## config.mk

```make
export PLATFORM = sky130hd
export DESIGN_NAME = score_display_top
export DESIGN_NICKNAME = d
export VERILOG_FILES = /design/src/logic/score_pkg.sv /design/src/logic/vga_timing.sv /design/src/logic/score_bcd_counter.sv /design/src/logic/score_controller.sv /design/src/logic/digit_glyph_gen.sv /design/src/logic/pixel_mixer.sv /design/src/logic/score_display_top.sv
export VERILOG_INCLUDE_DIRS = /design/src /design/src/include
export SDC_FILE = /design/constraint.sdc
export NUM_CORES = 1
export LEC_CHECK = 0
export ABC_CLOCK_PERIOD_IN_PS = 3500
export BUFFER_PORTS_ARGS = -buffer_cell sky130_fd_sc_hd__buf_2
export CAP_MARGIN = 15
export CORE_MARGIN = 4
export CORE_UTILIZATION = 50
export CTS_BUF_LIST = sky130_fd_sc_hd__clkbuf_16
export DETAILED_ROUTE_END_ITERATION = 7
export PLACE_DENSITY = 0.7
export SLEW_MARGIN = 20
export SYNTH_ARGS = -nofsm -noshare
export SYNTH_HDL_FRONTEND = slang
export SYNTH_SLANG_ARGS = --single-unit
```

## constraint.sdc

```tcl
create_clock -name clock_25 -period 3.5 [get_ports clock_25]
set_input_delay 0.35 -clock clock_25 [delete_from_list [all_inputs] [get_ports clock_25]]
set_output_delay 0.35 -clock clock_25 [all_outputs]
set_load 0.01 [all_outputs]
```

## src/include/score_defs.svh

```systemverilog
`ifndef SCORE_DEFS_SVH
`define SCORE_DEFS_SVH

`define COORD_W 10

// 640x480 at 60 Hz, 25 MHz pixel clock
`define H_ACTIVE 640
`define H_FRONT  16
`define H_SYNC   96
`define H_BACK   48
`define H_TOTAL  (`H_ACTIVE + `H_FRONT + `H_SYNC + `H_BACK)

`define V_ACTIVE 480
`define V_FRONT  10
`define V_SYNC   2
`define V_BACK   33
`define V_TOTAL  (`V_ACTIVE + `V_FRONT + `V_SYNC + `V_BACK)

// score cells, lower right of the screen
`define SCORE_Y_TOP    466
`define SCORE_Y_BOTTOM 475
`define TENS_X_LEFT    445
`define UNITS_X_LEFT   460
`define GLYPH_SIZE     10

`define FG_RGB 12'hFFF
`define BG_RGB 12'h024

`endif

```

## src/logic/score_pkg.sv

```systemverilog
package score_pkg;

   // where the raster sits relative to the score band
   typedef enum logic [1:0] {
      region_outside,   // not on a glyph row, or on one but away from the cells
      region_gap,       // between the tens and units cells
      region_tens,
      region_units
   } score_region_t;

   // one decimal digit, 0 to 9
   typedef logic [3:0] bcd_digit_t;

endpackage

```

## src/logic/vga_timing.sv

```systemverilog
`timescale 1ns/1ns
`include "score_defs.svh"

module vga_timing (
   input  logic                clock_25,
   input  logic                reset,
   output logic [`COORD_W-1:0] x,
   output logic [`COORD_W-1:0] y,
   output logic                hsync_raw,
   output logic                vsync_raw,
   output logic                active
);

   logic [`COORD_W-1:0] x_next;
   logic [`COORD_W-1:0] y_next;
   logic                hsync_next;
   logic                vsync_next;
   logic                active_next;

   always_comb begin
      x_next = x + 1'b1;
      y_next = y;
      if (x == `H_TOTAL - 1) begin
         x_next = '0;
         if (y == `V_TOTAL - 1)
            y_next = '0;   // end of frame
         else
            y_next = y + 1'b1;
      end
   end

   // syncs and active follow the next counter values, so they line up with x and y
   always_comb begin
      hsync_next = 1'b1;
      vsync_next = 1'b1;
      if (x_next >= `H_ACTIVE + `H_FRONT && x_next < `H_ACTIVE + `H_FRONT + `H_SYNC)
         hsync_next = 1'b0;
      if (y_next >= `V_ACTIVE + `V_FRONT && y_next < `V_ACTIVE + `V_FRONT + `V_SYNC)
         vsync_next = 1'b0;
      active_next = (x_next < `H_ACTIVE) && (y_next < `V_ACTIVE);
   end

   always_ff @(posedge clock_25 or negedge reset) begin
      if (!reset) begin
         x         <= '0;
         y         <= '0;
         hsync_raw <= 1'b1;
         vsync_raw <= 1'b1;
         active    <= 1'b1;   // pixel 0,0 is visible
      end else begin
         x         <= x_next;
         y         <= y_next;
         hsync_raw <= hsync_next;
         vsync_raw <= vsync_next;
         active    <= active_next;
      end
   end

endmodule

```

## src/logic/score_bcd_counter.sv

```systemverilog
`timescale 1ns/1ns

module score_bcd_counter
   import score_pkg::*;
(
   input  logic       clock_25,
   input  logic       reset,
   input  logic       sync_reset,
   input  logic [6:0] score,
   output bcd_digit_t tens,
   output bcd_digit_t units
);

   logic [6:0] score_prev;   // highest score seen so far

   // one count per rise of the score, whatever the step size
   always_ff @(posedge clock_25 or negedge reset) begin
      if (!reset) begin
         tens       <= '0;
         units      <= '0;
         score_prev <= '0;
      end else if (sync_reset) begin
         tens       <= '0;
         units      <= '0;
         score_prev <= '0;
      end else if (score > score_prev) begin
         score_prev <= score;
         if (units == 4'd9) begin
            units <= '0;
            if (tens == 4'd9)
               tens <= '0;   // 99 wraps to 00
            else
               tens <= tens + 1'b1;
         end else begin
            units <= units + 1'b1;
         end
      end
   end

endmodule

```

## src/logic/score_controller.sv

```systemverilog
`timescale 1ns/1ns
`include "score_defs.svh"

module score_controller
   import score_pkg::*;
(
   input  logic                clock_25,
   input  logic                reset,
   input  logic                sync_reset,
   input  logic [`COORD_W-1:0] x,
   input  logic [`COORD_W-1:0] y,
   input  bcd_digit_t          tens,
   input  bcd_digit_t          units,
   output bcd_digit_t          digit_sel,
   output logic [6:0]          glyph_addr,
   output logic                glyph_en
);

   score_region_t       region;
   logic                in_rows;
   logic [3:0]          cell_col;
   logic [3:0]          glyph_row;
   logic [`COORD_W-1:0] y_prev;     // last glyph row the tracker counted
   logic [6:0]          row_base;

   assign in_rows = (y >= `SCORE_Y_TOP) && (y <= `SCORE_Y_BOTTOM);

   // 8*row + 2*row
   assign row_base = {glyph_row, 3'b000} + {2'b00, glyph_row, 1'b0};

   always_comb begin
      region   = region_outside;
      cell_col = '0;
      if (in_rows) begin
         if (x >= `TENS_X_LEFT && x < `TENS_X_LEFT + `GLYPH_SIZE) begin
            region   = region_tens;
            cell_col = 4'(x - `TENS_X_LEFT);
         end else if (x >= `TENS_X_LEFT + `GLYPH_SIZE && x < `UNITS_X_LEFT) begin
            region = region_gap;
         end else if (x >= `UNITS_X_LEFT && x < `UNITS_X_LEFT + `GLYPH_SIZE) begin
            region   = region_units;
            cell_col = 4'(x - `UNITS_X_LEFT);
         end
      end
   end

   // row counter steps at the start of each new line long before the cells at x=445
   always_ff @(posedge clock_25 or negedge reset) begin
      if (!reset) begin
         glyph_row <= '0;
         y_prev    <= `SCORE_Y_TOP;
      end else if (sync_reset || !in_rows) begin
         glyph_row <= '0;
         y_prev    <= `SCORE_Y_TOP;
      end else if (y > y_prev) begin
         glyph_row <= glyph_row + 1'b1;
         y_prev    <= y;
      end
   end

   always_ff @(posedge clock_25 or negedge reset) begin
      if (!reset) begin
         digit_sel  <= '0;
         glyph_addr <= '0;
         glyph_en   <= 1'b0;
      end else if (sync_reset) begin
         digit_sel  <= '0;
         glyph_addr <= '0;
         glyph_en   <= 1'b0;
      end else begin
         case (region)
            region_tens: begin
               digit_sel  <= tens;
               glyph_addr <= row_base + {3'b000, cell_col};
               glyph_en   <= 1'b1;
            end
            region_units: begin
               digit_sel  <= units;
               glyph_addr <= row_base + {3'b000, cell_col};
               glyph_en   <= 1'b1;
            end
            region_gap, region_outside: begin   // background pixel
               digit_sel  <= '0;
               glyph_addr <= '0;
               glyph_en   <= 1'b0;
            end
         endcase
      end
   end

endmodule

```

## src/logic/digit_glyph_gen.sv

```systemverilog
`timescale 1ns/1ns
`include "score_defs.svh"

module digit_glyph_gen
   import score_pkg::*;
(
   input  logic       clock_25,
   input  logic       reset,
   input  bcd_digit_t digit_sel,
   input  logic [6:0] glyph_addr,
   input  logic       glyph_en,
   output logic       glyph_bit
);

   logic [3:0] glyph_row;
   logic [3:0] glyph_col;
   logic       upper_half;
   logic       lower_half;
   logic [6:0] seg_hit;   // a..g, which segment this point falls on
   logic [6:0] seg_lit;   // a..g, which segments the digit lights

   assign glyph_row  = 4'(glyph_addr / `GLYPH_SIZE);
   assign glyph_col  = 4'(glyph_addr % `GLYPH_SIZE);
   assign upper_half = glyph_row < `GLYPH_SIZE / 2;
   assign lower_half = !upper_half;

   assign seg_hit[6] = glyph_row == 0;                                // a, top
   assign seg_hit[5] = (glyph_col == `GLYPH_SIZE - 1) && upper_half;  // b
   assign seg_hit[4] = (glyph_col == `GLYPH_SIZE - 1) && lower_half;  // c
   assign seg_hit[3] = glyph_row == `GLYPH_SIZE - 1;                  // d, bottom
   assign seg_hit[2] = (glyph_col == 0) && lower_half;                // e
   assign seg_hit[1] = (glyph_col == 0) && upper_half;                // f
   assign seg_hit[0] = (glyph_row == `GLYPH_SIZE / 2 - 1) ||
                       (glyph_row == `GLYPH_SIZE / 2);                // g, two rows thick

   always_comb begin
      case (digit_sel)
         4'd0:    seg_lit = 7'b1111110;
         4'd1:    seg_lit = 7'b0110000;
         4'd2:    seg_lit = 7'b1101101;
         4'd3:    seg_lit = 7'b1111001;
         4'd4:    seg_lit = 7'b0110011;
         4'd5:    seg_lit = 7'b1011011;
         4'd6:    seg_lit = 7'b1011111;
         4'd7:    seg_lit = 7'b1110000;
         4'd8:    seg_lit = 7'b1111111;
         4'd9:    seg_lit = 7'b1111011;
         default: seg_lit = 7'b0000000;   // not a decimal digit
      endcase
   end

   always_ff @(posedge clock_25 or negedge reset) begin
      if (!reset)
         glyph_bit <= 1'b0;
      else
         glyph_bit <= glyph_en && |(seg_hit & seg_lit);
   end

endmodule

```

## src/logic/pixel_mixer.sv

```systemverilog
`timescale 1ns/1ns
`include "score_defs.svh"

module pixel_mixer (
   input  logic        clock_25,
   input  logic        reset,
   input  logic        glyph_bit,
   input  logic        hsync_raw,
   input  logic        vsync_raw,
   input  logic        active,
   output logic [11:0] rgb,
   output logic        hsync,
   output logic        vsync
);

   // two delay stages here, the output register is the third
   logic [1:0] hsync_dly;
   logic [1:0] vsync_dly;
   logic [1:0] active_dly;

   always_ff @(posedge clock_25 or negedge reset) begin
      if (!reset) begin
         hsync_dly  <= 2'b11;
         vsync_dly  <= 2'b11;
         active_dly <= 2'b00;
         hsync      <= 1'b1;
         vsync      <= 1'b1;
         rgb        <= '0;
      end else begin
         hsync_dly  <= {hsync_dly[0], hsync_raw};
         vsync_dly  <= {vsync_dly[0], vsync_raw};
         active_dly <= {active_dly[0], active};
         hsync      <= hsync_dly[1];
         vsync      <= vsync_dly[1];
         if (!active_dly[1])
            rgb <= '0;   // blanking
         else if (glyph_bit)
            rgb <= `FG_RGB;
         else
            rgb <= `BG_RGB;
      end
   end

endmodule

```

## src/logic/score_display_top.sv

```systemverilog
`timescale 1ns/1ns
`include "score_defs.svh"

module score_display_top
   import score_pkg::*;
(
   input  logic        clock_25,
   input  logic        reset,
   input  logic        sync_reset,
   input  logic [6:0]  score,
   output logic        hsync,
   output logic        vsync,
   output logic [11:0] rgb
);

   logic [`COORD_W-1:0] x;
   logic [`COORD_W-1:0] y;
   logic                hsync_raw;
   logic                vsync_raw;
   logic                active;
   bcd_digit_t          tens;
   bcd_digit_t          units;
   bcd_digit_t          digit_sel;
   logic [6:0]          glyph_addr;
   logic                glyph_en;
   logic                glyph_bit;

   vga_timing u_timing (
      .clock_25  (clock_25),
      .reset     (reset),
      .x         (x),
      .y         (y),
      .hsync_raw (hsync_raw),
      .vsync_raw (vsync_raw),
      .active    (active)
   );

   score_bcd_counter u_counter (
      .clock_25   (clock_25),
      .reset      (reset),
      .sync_reset (sync_reset),
      .score      (score),
      .tens       (tens),
      .units      (units)
   );

   score_controller u_controller (
      .clock_25   (clock_25),
      .reset      (reset),
      .sync_reset (sync_reset),
      .x          (x),
      .y          (y),
      .tens       (tens),
      .units      (units),
      .digit_sel  (digit_sel),
      .glyph_addr (glyph_addr),
      .glyph_en   (glyph_en)
   );

   digit_glyph_gen u_glyph (
      .clock_25   (clock_25),
      .reset      (reset),
      .digit_sel  (digit_sel),
      .glyph_addr (glyph_addr),
      .glyph_en   (glyph_en),
      .glyph_bit  (glyph_bit)
   );

   pixel_mixer u_mixer (
      .clock_25  (clock_25),
      .reset     (reset),
      .glyph_bit (glyph_bit),
      .hsync_raw (hsync_raw),
      .vsync_raw (vsync_raw),
      .active    (active),
      .rgb       (rgb),
      .hsync     (hsync),
      .vsync     (vsync)
   );

endmodule

```

==> results.py <==
metrics = {
    "cts": {
        "cts.clk_slew.worst_paths_ns": 0.06,
        "cts_tree": "done",
        "clockBufferDepth": 2,
        "clk_latency_ns": 0.34,
        "cts_sinks": 75,
        "root_buffer": "clkbuf_16",
        "cts_hold_buf": 0,
        "cts_buffers": 9,
        "htreeDepth": 3,
    },
    "sta": {
        "slew_headroom": 0.394,
        "timing.hold.ws_ns": 0.140,
        "worstMarginPinSlew_ns": 0.909,
        "skew_ns": 0.00947,
        "setup_violations": 0,
        "finalHoldViolCount": 0,
        "finalCritPeriodShare": 0.942,
        "min_period_ns": 3.30,
        "max_freq_mhz": 303,
        "setup-tns-final_ns": 0,
        "slew_viol_final": 0,
    },
    "power": {
        "p_per_area_nw_per_um2": 358,
        "power.leakage_nw": 2.47,
        "vdd_drop_max_mv": 0.262,
        "total_power_mw": 1.93,
    },
    "synthesis": {
        "ys_seq_elements": 75,
        "ys.flop_type": "dfrtp_1",
        "synth_nets": 587,
        "seq_area_frac_synth": 0.391,
        "ys_types": 66,
        "synth_edf_count": 0,
        "syn_inst": 533,
        "yosysWarnings": 0,
        "synth_area_um2": 4850,
        "syn_area_per_cell_um2": 9.10,
        "postSynth.asyncResetShare": 1.00,
    },
    "worst_setup_path": {
        "cp_max_fo": 8,
        "critical_path_class": "flip-flop to flip-flop",
        "critPathLaunchType": "flip-flop",
        "cp.arrival_ns": 3.50,
        "end_kind": "flip-flop",
        "cp.required_ns": 3.71,
    },
    "layout": {
        "final_cell_mix": "dfrtp_1, nand2_1, nor2_1",
        "drive_above_1_share": 0.155,
        "fin_area_um2": 5400,
        "area_growth_pct": 11.3,
        "final_common_cell": "dfrtp_1",
        "stdcell_count": 685,
        "n_antenna_cell": 0,
        "nNetsFinal": 605,
    },
    "grt": {
        "antenna_found_initial": 0,
        "grt_first_pass_wirelength_mm": 16.7,
        "grt_overflow_total": 0,
        "grt_max_degree": 76,
        "grtUsageTotal": 0.179,
        "grt_pass1_vias": 3582,
    },
    "placed_design": {
        "dpl.hpwl_mm": 6.90,
        "dp.cells": 668,
        "placed_area_um2": 5050,
        "portBuffers": 23,
        "gp_congestion": 0.845,
    },
    "outcome": {
        "outcome": "completed",
    },
    "drt": {
        "drt_iter0_markers": 155,
        "vias": 3801,
        "drc": 0,
        "wl_per_cell_um": 13.9,
        "antenna_left": 0,
        "drt-total-wl_mm": 9.52,
        "drt_first_pass_iters": 5,
        "viasPerCell": 5.55,
    },
    "floorplanning": {
        "pin_count": 24,
        "start_util": 0.520,
        "num_rows": 35,
        "core_area_um2": 9330,
        "die_area_um2": 11300,
        "die_w_um": 106,
        "die_h_um": 106,
    },
    "worst_hold_path": {
        "hp-class": "input port to asynchronous set/reset pin",
    },
    "job": {
        "drv_cap": 0,
    },
}
[critical path, stage by stage, from the launching register on]
cell and delay [ns]:
dfrtp_1 0.48, nand2b_1 0.15, a2111oi_2 0.40, nor2_2 0.11, nor3_4 0.24, nor2b_4 0.09
a21oi_1 0.12, nor2_1 0.05, a31oi_1 0.13, nor2_1 0.06, ha_1 0.27, ha_1 0.21
inv_1 0.08, fa_2 0.22, inv_1 0.05, a21o_1 0.17, a21oi_2 0.15, xor2_1 0.15
nor2_1 0.05
[cells by family after synthesis]
group | synth area share
simple gates | 0.202
flops | 0.391
fa+ha+maj | 0.117
buf+inv | 0.0689
mux | 0.0147
compound gates | 0.171
xor+xnor | 0.0361
[layer usage]
metal  vias up  share of wire  GRT usage
met5         -              0          0
met4         0          0.017     0.0603
met3        16          0.040     0.0383
met2        80           0.47      0.284
met1      1798           0.47      0.246
li1       1907              -          -
[worst paths after layout]
| path | start | to | slack, ns | cells after the start |
|---|---|---|---|---|
| worst max-delay path | u_timing.x[6] | u_controller.glyph_addr[6] | 0.20 | 18 |
| worst min-delay path | reset | u_timing.y[9] | 0.14 | 1 |
| worst max register to register | u_timing.x[6] | u_controller.glyph_addr[6] | 0.20 | 18 |
| worst min register to register | u_mixer.vsync_dly[1] | u_mixer.vsync | 0.36 | 0 |
| max in group asynchronous | reset | u_controller.glyph_addr[1] | 2.77 | 1 |
| min in group clock_25 | score[0] | u_counter.score_prev[0] | 0.25 | 3 |
[synthesized netlist by cell type (all sizes together), types with 9 or more instances]
| library cell | n | area share |
|---|---|---|
| inv | 40 | 0.031 |
| clkbuf | 11 | 0.0085 |
| xnor2 | 14 | 0.025 |
| nor2 | 48 | 0.037 |
| a21oi | 37 | 0.038 |
| nand3 | 25 | 0.026 |
| dfstp | 14 | 0.076 |
| buf | 20 | 0.029 |
| o21ai | 27 | 0.028 |
| ha | 42 | 0.11 |
| nand2 | 49 | 0.038 |
| nand4 | 9 | 0.012 |
| nand2b | 9 | 0.012 |
| dfrtp | 61 | 0.31 |
[metrics by stage]
step / worst slack, ns / utilization
3_5_place_dp: 0.173 / 0.541
2_1_floorplan: 0.0206 / -
5_1_grt: -0.0576 / 0.579
3_3_place_gp: 0.244 / 0.541
6_report: 0.202 / 0.579
4_1_cts: 0.131 / 0.574
[sequential cells by signal, summed over array words and instances (netlist names), 2 cells and up]
name                     cells
u_counter.units              4
u_controller.glyph_addr      7
u_mixer.vsync_dly            2
u_mixer.active_dly           2
u_controller.glyph_row       4
u_mixer.hsync_dly            2
u_counter.tens               4
u_timing.x                  10
u_controller.digit_sel       4
u_timing.y                  10
u_counter.score_prev         7
u_mixer.rgb                  2
u_controller.y_prev         10
[final cells by class]
class                      count  area, um2
timing repair buffer          38        234
sequential                    75       1890
clock buffer                   9        225
tap                          129        161
multi-input combinational    387       2650
inverter                      40        150
clock inverter                 7       82.6
fill                         815       3930
[power by group]
| group | internal [mW] | switching (mW) | total (mW) |
|---|---|---|---|
| Combinational | 0.0331 | 0.0636 | 0.0967 |
| Clock | 0.564 | 0.383 | 0.947 |
| Sequential | 0.880 | 0.0103 | 0.890 |
[what timing repair did]
action,4_1_cts,5_1_grt
resized for setup,0,9
setup endpoints to repair,0,2
setup buffers,0,1
No activity file was read; power rests on OpenSTA's default activity.
